--- config.mk ---
export PLATFORM = sky130hd
export DESIGN_NAME = exu_top
export DESIGN_NICKNAME = d
export VERILOG_FILES = /design/src/hdl/exu_pkg.sv /design/src/hdl/alu.sv /design/src/hdl/exec_stage.sv /design/src/hdl/exu_top.sv /design/src/hdl/issue_stage.sv /design/src/hdl/reg_file.sv /design/src/hdl/uop_fifo.sv /design/src/hdl/writeback_stage.sv
export SDC_FILE = /design/constraint.sdc
export NUM_CORES = 2
export LEC_CHECK = 0
export BUFFER_PORTS_ARGS = -buffer_cell sky130_fd_sc_hd__clkbuf_2
export CAP_MARGIN = 20
export CORE_ASPECT_RATIO = 2
export CORE_MARGIN = 2
export CORE_UTILIZATION = 58
export CTS_CLUSTER_DIAMETER = 120
export CTS_CLUSTER_SIZE = 12
export DETAILED_ROUTE_END_ITERATION = 12
export PLACE_DENSITY_LB_ADDON = 0.12
export RECOVER_POWER = 100
export SLEW_MARGIN = 40
export SYNTH_ARGS = -nofsm -noshare
export SYNTH_HDL_FRONTEND = slang
export SYNTH_SLANG_ARGS = --single-unit
--- constraint.sdc ---
create_clock -name clk -period 6 [get_ports clk]
set_clock_uncertainty 0.1 [all_clocks]
set_input_delay 0.9 -clock clk [delete_from_list [all_inputs] [get_ports clk]]
set_output_delay 0.9 -clock clk [all_outputs]
set_load 0.02 [all_outputs]
--- src/hdl/exu_pkg.sv ---
`default_nettype none

package exu_pkg;

    // ########################################################################
    // widths
    // ########################################################################

    localparam int XLEN       = 32;
    localparam int REG_IDX_W  = 5;
    localparam int CTRL_W     = 4;
    localparam int SHAMT_W    = 5;
    localparam int NUM_REGS   = 32;

    // queued micro-op: ctrl, rd, rs0, rs1, imm, use_imm
    localparam int UOP_W      = CTRL_W + 3 * REG_IDX_W + XLEN + 1;

    localparam int FIFO_DEPTH = 4;
    localparam int FIFO_PTR_W = $clog2(FIFO_DEPTH);
    localparam int FIFO_CNT_W = $clog2(FIFO_DEPTH + 1);

    typedef logic [XLEN-1:0]       word_t;
    typedef logic [REG_IDX_W-1:0]  reg_idx_t;
    typedef logic [CTRL_W-1:0]     alu_ctrl_t;
    typedef logic [FIFO_PTR_W-1:0] fifo_ptr_t;
    typedef logic [FIFO_CNT_W-1:0] fifo_cnt_t;

    localparam fifo_ptr_t FIFO_LAST = fifo_ptr_t'(FIFO_DEPTH - 1);
    localparam fifo_cnt_t FIFO_FULL = fifo_cnt_t'(FIFO_DEPTH);

    // ########################################################################
    // alu operation codes, 11..15 undefined
    // ########################################################################

    localparam alu_ctrl_t ALU_ADD  = 4'd0;
    localparam alu_ctrl_t ALU_SUB  = 4'd1;
    localparam alu_ctrl_t ALU_SLT  = 4'd2;
    localparam alu_ctrl_t ALU_SLTU = 4'd3;
    localparam alu_ctrl_t ALU_AND  = 4'd4;
    localparam alu_ctrl_t ALU_OR   = 4'd5;
    localparam alu_ctrl_t ALU_NOR  = 4'd6;
    localparam alu_ctrl_t ALU_XOR  = 4'd7;
    localparam alu_ctrl_t ALU_SLL  = 4'd8;
    localparam alu_ctrl_t ALU_SRL  = 4'd9;
    localparam alu_ctrl_t ALU_SRA  = 4'd10;

endpackage

`default_nettype wire

--- src/hdl/alu.sv ---
`timescale 1ns/1ns
`default_nettype none

module alu (
    input  wire logic               alu_en_in,
    input  wire exu_pkg::alu_ctrl_t alu_control,
    input  wire exu_pkg::reg_idx_t  alu_rd_in,
    input  wire exu_pkg::word_t     alu_sr0,
    input  wire exu_pkg::word_t     alu_sr1,
    output logic                    alu_en_out,
    output exu_pkg::reg_idx_t       alu_rd_out,
    output exu_pkg::word_t          alu_result
);

    logic op_add;
    logic op_sub;
    logic op_slt;
    logic op_sltu;
    logic op_and;
    logic op_or;
    logic op_nor;
    logic op_xor;
    logic op_sll;
    logic op_srl;
    logic op_sra;
    logic                        use_sub;
    exu_pkg::word_t              adder_b;
    exu_pkg::word_t              adder_sum;
    logic                        adder_cout;
    logic                        slt_bit;
    logic                        sltu_bit;
    logic [exu_pkg::SHAMT_W-1:0] shamt;
    exu_pkg::word_t              mux_out;

    assign op_add  = (alu_control == exu_pkg::ALU_ADD);
    assign op_sub  = (alu_control == exu_pkg::ALU_SUB);
    assign op_slt  = (alu_control == exu_pkg::ALU_SLT);
    assign op_sltu = (alu_control == exu_pkg::ALU_SLTU);
    assign op_and  = (alu_control == exu_pkg::ALU_AND);
    assign op_or   = (alu_control == exu_pkg::ALU_OR);
    assign op_nor  = (alu_control == exu_pkg::ALU_NOR);
    assign op_xor  = (alu_control == exu_pkg::ALU_XOR);
    assign op_sll  = (alu_control == exu_pkg::ALU_SLL);
    assign op_srl  = (alu_control == exu_pkg::ALU_SRL);
    assign op_sra  = (alu_control == exu_pkg::ALU_SRA);

    // shared adder, sr0 + ~sr1 + 1 for sub and compares
    assign use_sub = op_sub | op_slt | op_sltu;
    assign adder_b = use_sub ? ~alu_sr1 : alu_sr1;
    assign {adder_cout, adder_sum} = {1'b0, alu_sr0} + {1'b0, adder_b}
                                   + {{exu_pkg::XLEN{1'b0}}, use_sub};

    // negative vs positive, or same signs and negative difference
    assign slt_bit  = (alu_sr0[exu_pkg::XLEN-1] & ~alu_sr1[exu_pkg::XLEN-1])
                    | (~(alu_sr0[exu_pkg::XLEN-1] ^ alu_sr1[exu_pkg::XLEN-1])
                       & adder_sum[exu_pkg::XLEN-1]);
    // borrow out
    assign sltu_bit = ~adder_cout;
    assign shamt    = alu_sr1[exu_pkg::SHAMT_W-1:0];

    // one-hot select, undefined codes fall through to zero
    assign mux_out = ({exu_pkg::XLEN{op_add | op_sub}} & adder_sum)
                   | ({exu_pkg::XLEN{op_slt}}  & {{(exu_pkg::XLEN-1){1'b0}}, slt_bit})
                   | ({exu_pkg::XLEN{op_sltu}} & {{(exu_pkg::XLEN-1){1'b0}}, sltu_bit})
                   | ({exu_pkg::XLEN{op_and}}  & (alu_sr0 & alu_sr1))
                   | ({exu_pkg::XLEN{op_or}}   & (alu_sr0 | alu_sr1))
                   | ({exu_pkg::XLEN{op_nor}}  & ~(alu_sr0 | alu_sr1))
                   | ({exu_pkg::XLEN{op_xor}}  & (alu_sr0 ^ alu_sr1))
                   | ({exu_pkg::XLEN{op_sll}}  & (alu_sr0 << shamt))
                   | ({exu_pkg::XLEN{op_srl}}  & (alu_sr0 >> shamt))
                   | ({exu_pkg::XLEN{op_sra}}  & exu_pkg::word_t'($signed(alu_sr0) >>> shamt));

    assign alu_en_out = alu_en_in;
    assign alu_rd_out = alu_en_in ? alu_rd_in : '0;
    assign alu_result = alu_en_in ? mux_out : '0;

endmodule

`default_nettype wire

--- src/hdl/exec_stage.sv ---
`timescale 1ns/1ns
`default_nettype none

module exec_stage (
    input  wire logic               clk,
    input  wire logic               rst_n,
    input  wire logic               in_valid,
    output logic                    in_ready,
    input  wire exu_pkg::alu_ctrl_t in_ctrl,
    input  wire exu_pkg::reg_idx_t  in_rd,
    input  wire exu_pkg::word_t     in_sr0,
    input  wire exu_pkg::word_t     in_sr1,
    output logic                    out_valid,
    input  wire logic               out_ready,
    output exu_pkg::reg_idx_t       out_rd,
    output exu_pkg::word_t          out_result
);

    logic              alu_en;
    exu_pkg::reg_idx_t alu_rd;
    exu_pkg::word_t    alu_res;

    alu i_alu (
        .alu_en_in   (in_valid),
        .alu_control (in_ctrl),
        .alu_rd_in   (in_rd),
        .alu_sr0     (in_sr0),
        .alu_sr1     (in_sr1),
        .alu_en_out  (alu_en),
        .alu_rd_out  (alu_rd),
        .alu_result  (alu_res)
    );

    // empty, or current result leaves this cycle
    assign in_ready = !out_valid || out_ready;

    always_ff @(posedge clk or negedge rst_n) begin
        if (!rst_n) begin
            out_valid <= 1'b0;
        end else if (in_ready) begin
            out_valid <= alu_en;
        end
    end

    always_ff @(posedge clk) begin
        if (in_valid && in_ready) begin
            out_rd     <= alu_rd;
            out_result <= alu_res;
        end
    end

endmodule

`default_nettype wire

--- src/hdl/exu_top.sv ---
`timescale 1ns/1ns
`default_nettype none

module exu_top (
    input  wire logic               clk,
    input  wire logic               rst_n,
    input  wire logic               uop_valid,
    output logic                    uop_ready,
    input  wire exu_pkg::alu_ctrl_t uop_ctrl,
    input  wire exu_pkg::reg_idx_t  uop_rd,
    input  wire exu_pkg::reg_idx_t  uop_rs0,
    input  wire exu_pkg::reg_idx_t  uop_rs1,
    input  wire exu_pkg::word_t     uop_imm,
    input  wire logic               uop_use_imm,
    output logic                    wb_valid,
    input  wire logic               wb_ready,
    output exu_pkg::reg_idx_t       wb_rd,
    output exu_pkg::word_t          wb_result
);

    // queue -> issue
    logic               q_valid;
    logic               q_ready;
    exu_pkg::alu_ctrl_t q_ctrl;
    exu_pkg::reg_idx_t  q_rd;
    exu_pkg::reg_idx_t  q_rs0;
    exu_pkg::reg_idx_t  q_rs1;
    exu_pkg::word_t     q_imm;
    logic               q_use_imm;
    // register file
    exu_pkg::reg_idx_t  rf_rs0_addr;
    exu_pkg::reg_idx_t  rf_rs1_addr;
    exu_pkg::word_t     rf_rs0_data;
    exu_pkg::word_t     rf_rs1_data;
    logic               rf_we;
    exu_pkg::reg_idx_t  rf_waddr;
    exu_pkg::word_t     rf_wdata;
    // issue -> execute
    logic               iss_valid;
    logic               iss_ready;
    exu_pkg::alu_ctrl_t iss_ctrl;
    exu_pkg::reg_idx_t  iss_rd;
    exu_pkg::word_t     iss_sr0;
    exu_pkg::word_t     iss_sr1;
    // execute -> writeback
    logic               ex_valid;
    logic               ex_ready;
    exu_pkg::reg_idx_t  ex_rd;
    exu_pkg::word_t     ex_result;

    uop_fifo i_uop_fifo (
        .clk (clk), .rst_n (rst_n),
        .in_valid (uop_valid), .in_ready (uop_ready),
        .in_ctrl (uop_ctrl), .in_rd (uop_rd), .in_rs0 (uop_rs0), .in_rs1 (uop_rs1),
        .in_imm (uop_imm), .in_use_imm (uop_use_imm),
        .out_valid (q_valid), .out_ready (q_ready),
        .out_ctrl (q_ctrl), .out_rd (q_rd), .out_rs0 (q_rs0), .out_rs1 (q_rs1),
        .out_imm (q_imm), .out_use_imm (q_use_imm)
    );

    issue_stage i_issue_stage (
        .clk (clk), .rst_n (rst_n),
        .in_valid (q_valid), .in_ready (q_ready),
        .in_ctrl (q_ctrl), .in_rd (q_rd), .in_rs0 (q_rs0), .in_rs1 (q_rs1),
        .in_imm (q_imm), .in_use_imm (q_use_imm),
        .rf_rs0_addr (rf_rs0_addr), .rf_rs1_addr (rf_rs1_addr),
        .rf_rs0_data (rf_rs0_data), .rf_rs1_data (rf_rs1_data),
        .rf_we (rf_we), .rf_waddr (rf_waddr),
        .out_valid (iss_valid), .out_ready (iss_ready),
        .out_ctrl (iss_ctrl), .out_rd (iss_rd), .out_sr0 (iss_sr0), .out_sr1 (iss_sr1)
    );

    reg_file i_reg_file (
        .clk (clk), .rst_n (rst_n),
        .rs0_addr (rf_rs0_addr), .rs1_addr (rf_rs1_addr),
        .rs0_data (rf_rs0_data), .rs1_data (rf_rs1_data),
        .we (rf_we), .waddr (rf_waddr), .wdata (rf_wdata)
    );

    exec_stage i_exec_stage (
        .clk (clk), .rst_n (rst_n),
        .in_valid (iss_valid), .in_ready (iss_ready),
        .in_ctrl (iss_ctrl), .in_rd (iss_rd), .in_sr0 (iss_sr0), .in_sr1 (iss_sr1),
        .out_valid (ex_valid), .out_ready (ex_ready),
        .out_rd (ex_rd), .out_result (ex_result)
    );

    writeback_stage i_writeback_stage (
        .clk (clk), .rst_n (rst_n),
        .in_valid (ex_valid), .in_ready (ex_ready),
        .in_rd (ex_rd), .in_result (ex_result),
        .wb_valid (wb_valid), .wb_ready (wb_ready),
        .wb_rd (wb_rd), .wb_result (wb_result),
        .rf_we (rf_we), .rf_waddr (rf_waddr), .rf_wdata (rf_wdata)
    );

endmodule

`default_nettype wire

--- src/hdl/issue_stage.sv ---
`timescale 1ns/1ns
`default_nettype none

module issue_stage (
    input  wire logic               clk,
    input  wire logic               rst_n,
    input  wire logic               in_valid,
    output logic                    in_ready,
    input  wire exu_pkg::alu_ctrl_t in_ctrl,
    input  wire exu_pkg::reg_idx_t  in_rd,
    input  wire exu_pkg::reg_idx_t  in_rs0,
    input  wire exu_pkg::reg_idx_t  in_rs1,
    input  wire exu_pkg::word_t     in_imm,
    input  wire logic               in_use_imm,
    output exu_pkg::reg_idx_t       rf_rs0_addr,
    output exu_pkg::reg_idx_t       rf_rs1_addr,
    input  wire exu_pkg::word_t     rf_rs0_data,
    input  wire exu_pkg::word_t     rf_rs1_data,
    input  wire logic               rf_we,
    input  wire exu_pkg::reg_idx_t  rf_waddr,
    output logic                    out_valid,
    input  wire logic               out_ready,
    output exu_pkg::alu_ctrl_t      out_ctrl,
    output exu_pkg::reg_idx_t       out_rd,
    output exu_pkg::word_t          out_sr0,
    output exu_pkg::word_t          out_sr1
);

    logic [exu_pkg::NUM_REGS-1:0] pending;
    logic                         hazard;
    logic                         out_free;
    logic                         take;

    assign rf_rs0_addr = in_rs0;
    assign rf_rs1_addr = in_rs1;

    // ########################################################################
    // scoreboard
    // ########################################################################

    // bit 0 is never set, so r0 never stalls
    assign hazard   = pending[in_rs0] || pending[in_rs1] || pending[in_rd];
    assign out_free = !out_valid || out_ready;
    assign in_ready = out_free && !hazard;
    assign take     = in_valid && in_ready;

    always_ff @(posedge clk or negedge rst_n) begin
        if (!rst_n) begin
            pending <= '0;
        end else begin
            // release on the writeback handshake
            if (rf_we) begin
                pending[rf_waddr] <= 1'b0;
            end
            // claim rd when latched here, so a younger op
            // can never read the register file before this write
            if (take && (in_rd != '0)) begin
                pending[in_rd] <= 1'b1;
            end
        end
    end

    // ########################################################################
    // output register toward execute
    // ########################################################################

    always_ff @(posedge clk or negedge rst_n) begin
        if (!rst_n) begin
            out_valid <= 1'b0;
        end else if (out_free) begin
            out_valid <= take;
        end
    end

    always_ff @(posedge clk) begin
        if (take) begin
            out_ctrl <= in_ctrl;
            out_rd   <= in_rd;
            out_sr0  <= rf_rs0_data;
            out_sr1  <= in_use_imm ? in_imm : rf_rs1_data;
        end
    end

endmodule

`default_nettype wire

--- src/hdl/reg_file.sv ---
`timescale 1ns/1ns
`default_nettype none

module reg_file (
    input  wire logic              clk,
    input  wire logic              rst_n,
    input  wire exu_pkg::reg_idx_t rs0_addr,
    input  wire exu_pkg::reg_idx_t rs1_addr,
    output exu_pkg::word_t         rs0_data,
    output exu_pkg::word_t         rs1_data,
    input  wire logic              we,
    input  wire exu_pkg::reg_idx_t waddr,
    input  wire exu_pkg::word_t    wdata
);

    exu_pkg::word_t regs [exu_pkg::NUM_REGS];

    // ########################################################################
    // write port, register 0 never written
    // ########################################################################

    always_ff @(posedge clk or negedge rst_n) begin
        if (!rst_n) begin
            for (int i = 0; i < exu_pkg::NUM_REGS; i++) begin
                regs[i] <= '0;
            end
        end else if (we && (waddr != '0)) begin
            regs[waddr] <= wdata;
        end
    end

    // ########################################################################
    // combinational read ports
    // ########################################################################

    assign rs0_data = (rs0_addr == '0) ? '0 : regs[rs0_addr];
    assign rs1_data = (rs1_addr == '0) ? '0 : regs[rs1_addr];

endmodule

`default_nettype wire

--- src/hdl/uop_fifo.sv ---
`timescale 1ns/1ns
`default_nettype none

module uop_fifo (
    input  wire logic               clk,
    input  wire logic               rst_n,
    input  wire logic               in_valid,
    output logic                    in_ready,
    input  wire exu_pkg::alu_ctrl_t in_ctrl,
    input  wire exu_pkg::reg_idx_t  in_rd,
    input  wire exu_pkg::reg_idx_t  in_rs0,
    input  wire exu_pkg::reg_idx_t  in_rs1,
    input  wire exu_pkg::word_t     in_imm,
    input  wire logic               in_use_imm,
    output logic                    out_valid,
    input  wire logic               out_ready,
    output exu_pkg::alu_ctrl_t      out_ctrl,
    output exu_pkg::reg_idx_t       out_rd,
    output exu_pkg::reg_idx_t       out_rs0,
    output exu_pkg::reg_idx_t       out_rs1,
    output exu_pkg::word_t          out_imm,
    output logic                    out_use_imm
);

    logic [exu_pkg::UOP_W-1:0] mem [exu_pkg::FIFO_DEPTH];
    logic [exu_pkg::UOP_W-1:0] head;
    exu_pkg::fifo_ptr_t        wr_ptr;
    exu_pkg::fifo_ptr_t        rd_ptr;
    exu_pkg::fifo_cnt_t        count;
    logic                      push;
    logic                      pop;

    assign in_ready = (count != exu_pkg::FIFO_FULL);
    assign push     = in_valid && in_ready;
    // refill head register when empty or being taken
    assign pop      = (count != '0) && (!out_valid || out_ready);

    always_ff @(posedge clk or negedge rst_n) begin
        if (!rst_n) begin
            wr_ptr    <= '0;
            rd_ptr    <= '0;
            count     <= '0;
            out_valid <= 1'b0;
        end else begin
            if (push) begin
                wr_ptr <= (wr_ptr == exu_pkg::FIFO_LAST) ? '0 : wr_ptr + 1'b1;
            end
            if (pop) begin
                rd_ptr <= (rd_ptr == exu_pkg::FIFO_LAST) ? '0 : rd_ptr + 1'b1;
            end
            if (push && !pop) begin
                count <= count + 1'b1;
            end else if (pop && !push) begin
                count <= count - 1'b1;
            end
            if (pop) begin
                out_valid <= 1'b1;
            end else if (out_ready) begin
                out_valid <= 1'b0;
            end
        end
    end

    always_ff @(posedge clk) begin
        if (push) begin
            mem[wr_ptr] <= {in_ctrl, in_rd, in_rs0, in_rs1, in_imm, in_use_imm};
        end
        if (pop) begin
            head <= mem[rd_ptr];
        end
    end

    assign {out_ctrl, out_rd, out_rs0, out_rs1, out_imm, out_use_imm} = head;

endmodule

`default_nettype wire

--- src/hdl/writeback_stage.sv ---
`timescale 1ns/1ns
`default_nettype none

module writeback_stage (
    input  wire logic              clk,
    input  wire logic              rst_n,
    input  wire logic              in_valid,
    output logic                   in_ready,
    input  wire exu_pkg::reg_idx_t in_rd,
    input  wire exu_pkg::word_t    in_result,
    output logic                   wb_valid,
    input  wire logic              wb_ready,
    output exu_pkg::reg_idx_t      wb_rd,
    output exu_pkg::word_t         wb_result,
    output logic                   rf_we,
    output exu_pkg::reg_idx_t      rf_waddr,
    output exu_pkg::word_t         rf_wdata
);

    assign in_ready = !wb_valid || wb_ready;

    always_ff @(posedge clk or negedge rst_n) begin
        if (!rst_n) begin
            wb_valid <= 1'b0;
        end else if (in_ready) begin
            wb_valid <= in_valid;
        end
    end

    always_ff @(posedge clk) begin
        if (in_valid && in_ready) begin
            wb_rd     <= in_rd;
            wb_result <= in_result;
        end
    end

    // commit on the output handshake, r0 results only go out
    assign rf_we    = wb_valid && wb_ready && (wb_rd != '0);
    assign rf_waddr = wb_rd;
    assign rf_wdata = wb_result;

endmodule

`default_nettype wire

==> results.md <==
* Core Area at 135000 um^2
* Max Cap Viol at 57
* Die H at 525 um
* Worst Path Arrival at 5.97 ns
* Synth-to-Final Area Change at 8.56%
* Clock root cell: clkbuf_16
* RSZ-0062 raised after global routing: no
* Startpoint class of the critical path: flip-flop
* Worst Path Max Fanout at 24
* Port buffer count at 94
* Synth unique cells at 72
* Final wirelength at 265 mm
* LEAKAGE at 36.4 nW
* Filler cells at 10100
* Initial DRC Count at 5330
* Hold Violations, Final at 0
* Largest net degree at the start of global routing at 149
* Fmax at 185 MHz
* Max clock buf depth at 4
* Switching Share at 0.375
* Slowest CP cell: clkbuf_1
* Gate Count Post-Synth at 5539
* CP delay by family, top: simple AND/OR/NAND/NOR gates
* TritonCTS buffer count at 148
* Comb power frac at 0.386
* CTS tree: done
* Top FF cell, synth: dfrtp_1
* GR Util met1 at 0.455
* Power per cell area at 430 nW/um^2
* Slew Limit Headroom at -2.05
* Vias at 52300
* Worst Tran Pin Value at 4.58 ns
* Avg Inst Size Synth at 14.2 um^2
* Setup_tns at 0 ns
* Total congestion overflow at 0
* Post-synth EDFFs at 407
* Post-CTS Setup Bufs at 0
* Setup WS post-layout at 0.583 ns
* DR pass1 iterations at 6
* Max Slew Vio Count at 1522
* Failing checks: max-capacitance violations, max-slew violations
* First-pass GRT wire length at 385 mm
* Most used routing layer: met2
* Post-Syn Nets at 5700
* Flops & latches, synth at 1474
* Max incr delay on CP at 2.04 ns
* Worst setup EP type: flip-flop
* Clock H-tree levels at 4
* Tcrit/Tclk final at 0.903
* Met3 Usage GRT at 0.0702
* Via-to-Cell Ratio at 7.18
* FFs w/ async S/R, synth at 0.724
* Mapped cell area at 78700 um^2
* Placed standard-cell area at 82200 um^2
* DR WL/cell at 36.3 um
* Switching power at 0.0138 W
* Die area at 139000 um^2
* Worst endpoint required time at 6.55 ns
* Worst skew pair latency at 0.80 ns
* Hold_buf cts at 0
* CP Cell Sequence: nand2_1, nor2_1, nand2_1, nor2_1, clkbuf_1, mux2_2
* Setup WS pre-CTS at 1.42 ns
* All-Layer GR Usage at 0.388
* Met2 Usage GRT at 0.639
* GPL Wtd Cong at 1.11
* Vias in the first global route at 54200
* # clock sinks at 1474
* DRC viols at 0
* Sequential share of power at 0.387
* Die Width at 264 um
* Core Util, Final at 0.633
* Critical path class: reg2reg
* Ports at 95
* Register area share after synthesis at 0.495
* Starting density of the core at 0.583
* Post-CTS Resized at 0
* Final setup vio count at 0
* Final Cell Area at 85400 um^2
* Worst vdd ir at 0.436 mV
* Tmin final at 5.42 ns
* DRT antenna net count at 0
* Share of cells above drive strength 1 at 0.368
* Clk slew on worst S/H paths at 0.06 ns
* Dpl hpwl at 170 mm
* Ys Warns at 0
* Pint at 0.0230 W
* Initial antenna violation count at 20
* Clk pwr share at 0.227
* Status: finished, violations left
* Worst Hold Class: in2reg
* Buffers & Inverters on Critical Path at 1
* Final nets at 5648
* Std-Cell Rows at 191
[per-layer routing]
metal | wire, um | share of wire | up-vias
met1 | 90200 | 0.34 | 27500
met2 | 130000 | 0.49 | 2647
met3 | 19700 | 0.074 | 999
met5 | 39 | 0.00015 | -
li1 | - | - | 21100
met4 | 24500 | 0.092 | 8
[flip-flops by register name, summed over array words and instances, names as in the netlist, 32 cells and up]
register and count:
i_issue_stage.pending 32, i_uop_fifo.mem 208, i_writeback_stage.rf_wdata 32, i_issue_stage.out_sr0 32
i_exec_stage.out_result 32, i_reg_file.regs 1024, i_uop_fifo.head 52, i_issue_stage.out_sr1 32
[path summary, 6_finish.rpt]
path	start	end	slack, ns	cells after the start
worst max-delay path	i_writeback_stage.wb_valid$_DFFE_PN0P_	i_reg_file.regs[832]$_DFFE_PN0P_	0.58	6
worst max register to register	i_writeback_stage.wb_valid$_DFFE_PN0P_	i_reg_file.regs[832]$_DFFE_PN0P_	0.58	6
max in group asynchronous	rst_n	i_reg_file.regs[917]$_DFFE_PN0P_	1.33	4
min in group asynchronous	rst_n	i_reg_file.regs[422]$_DFFE_PN0P_	1.73	2
worst min-delay path	uop_rs1[1]	i_uop_fifo.mem[0][34]$_DFFE_PP_	0.27	1
worst min register to register	i_reg_file.regs[1011]$_DFFE_PN0P_	i_reg_file.regs[1011]$_DFFE_PN0P_	0.30	0
[power groups by stage]
stage	Sequential [W]	Combinational, W	Clock, W
3_3_place_gp	0.0145	0.0133	0
4_1_cts	0.0142	0.0139	0.00845
3_5_place_dp	0.0144	0.0138	0
5_1_grt	0.0144	0.0149	0.00878
6_report	0.0142	0.0142	0.00833
2_1_floorplan	0.0136	0.00939	0
[cell usage in the layout (no fill, tap or decap), drive strengths merged, types with 118 or more instances in the layout]
cell	n
nand2	140
inv	118
edfxtp	407
o21ai	180
nor2	223
mux4	594
a21oi	249
dfrtp	1067
mux2	1081
clkbuf	390
buf	146
mux2i	287
[cell type report]
type / count / area [um^2] / area share
flip-flops and latches: 1474 / 38900 / 0.456
diodes: 10 / 25.0 / 0.000293
repair buffers: 335 / 2410 / 0.0282
multi-input cells: 3411 / 37400 / 0.438
clock buffers: 202 / 3940 / 0.0461
well taps: 1737 / 2170 / 0.0254
clock inverters: 5 / 58.8 / 0.000688
inverters: 117 / 439 / 0.00514
[synth_stat cells, types with 5 or more instances]
| library cell | number | area share |
|---|---|---|
| o21ai_0 | 179 | 0.011 |
| o221ai_1 | 73 | 0.0081 |
| dfrtp_1 | 1067 | 0.34 |
| nand4_1 | 13 | 0.0010 |
| a211oi_1 | 34 | 0.0032 |
| clkbuf_1 | 381 | 0.018 |
| nor2_1 | 223 | 0.011 |
| mux2_2 | 1081 | 0.15 |
| nand4b_1 | 5 | 0.00056 |
| edfxtp_1 | 407 | 0.16 |
| buf_1 | 117 | 0.0056 |
| nor3_1 | 51 | 0.0032 |
| a21o_1 | 16 | 0.0015 |
| xor2_1 | 8 | 0.00089 |
| mux4_2 | 594 | 0.17 |
| and3_1 | 8 | 0.00064 |
| a31oi_1 | 14 | 0.0011 |
| nand2b_1 | 9 | 0.00072 |
| and2_1 | 10 | 0.00080 |
| mux2i_1 | 287 | 0.037 |
| o211ai_1 | 11 | 0.0010 |
| a22oi_1 | 6 | 0.00057 |
| ha_1 | 103 | 0.016 |
| nand2_1 | 140 | 0.0067 |
| a21oi_1 | 249 | 0.016 |
| o22ai_1 | 103 | 0.0082 |
| o32ai_1 | 8 | 0.00089 |
| inv_1 | 115 | 0.0055 |
| a221oi_1 | 9 | 0.0010 |
| or3_1 | 12 | 0.00095 |
| nand3_1 | 25 | 0.0016 |
| nor2b_1 | 11 | 0.00087 |
| xnor2_1 | 51 | 0.0057 |
| buf_2 | 36 | 0.0023 |
[metrics by stage]
| stage | std cells | power, W | hold slack (ns) |
|---|---|---|---|
| after floorplan | 5539 | 0.0230 | 0.300 |
| after global placement | 7000 | 0.0278 | 0.280 |
| after detailed placement | 7064 | 0.0282 | 0.288 |
| after CTS | 7271 | 0.0365 | 0.0757 |
| after global routing | 7286 | 0.0381 | 0.257 |
| final | 7291 | 0.0368 | 0.266 |
[kinds of logic after synthesis]
family / count (synthesis) / synth area share
flip-flops: 1474 / 0.495
XOR/XNOR: 59 / 0.00657
multiplexers: 1962 / 0.361
buffers and inverters: 654 / 0.0319
AND/OR/NAND/NOR: 537 / 0.0307
AO/OA/AOI/OAI: 748 / 0.0580
adder cells (fa/ha/maj): 105 / 0.0169
No activity file was read; power rests on OpenSTA's default activity.
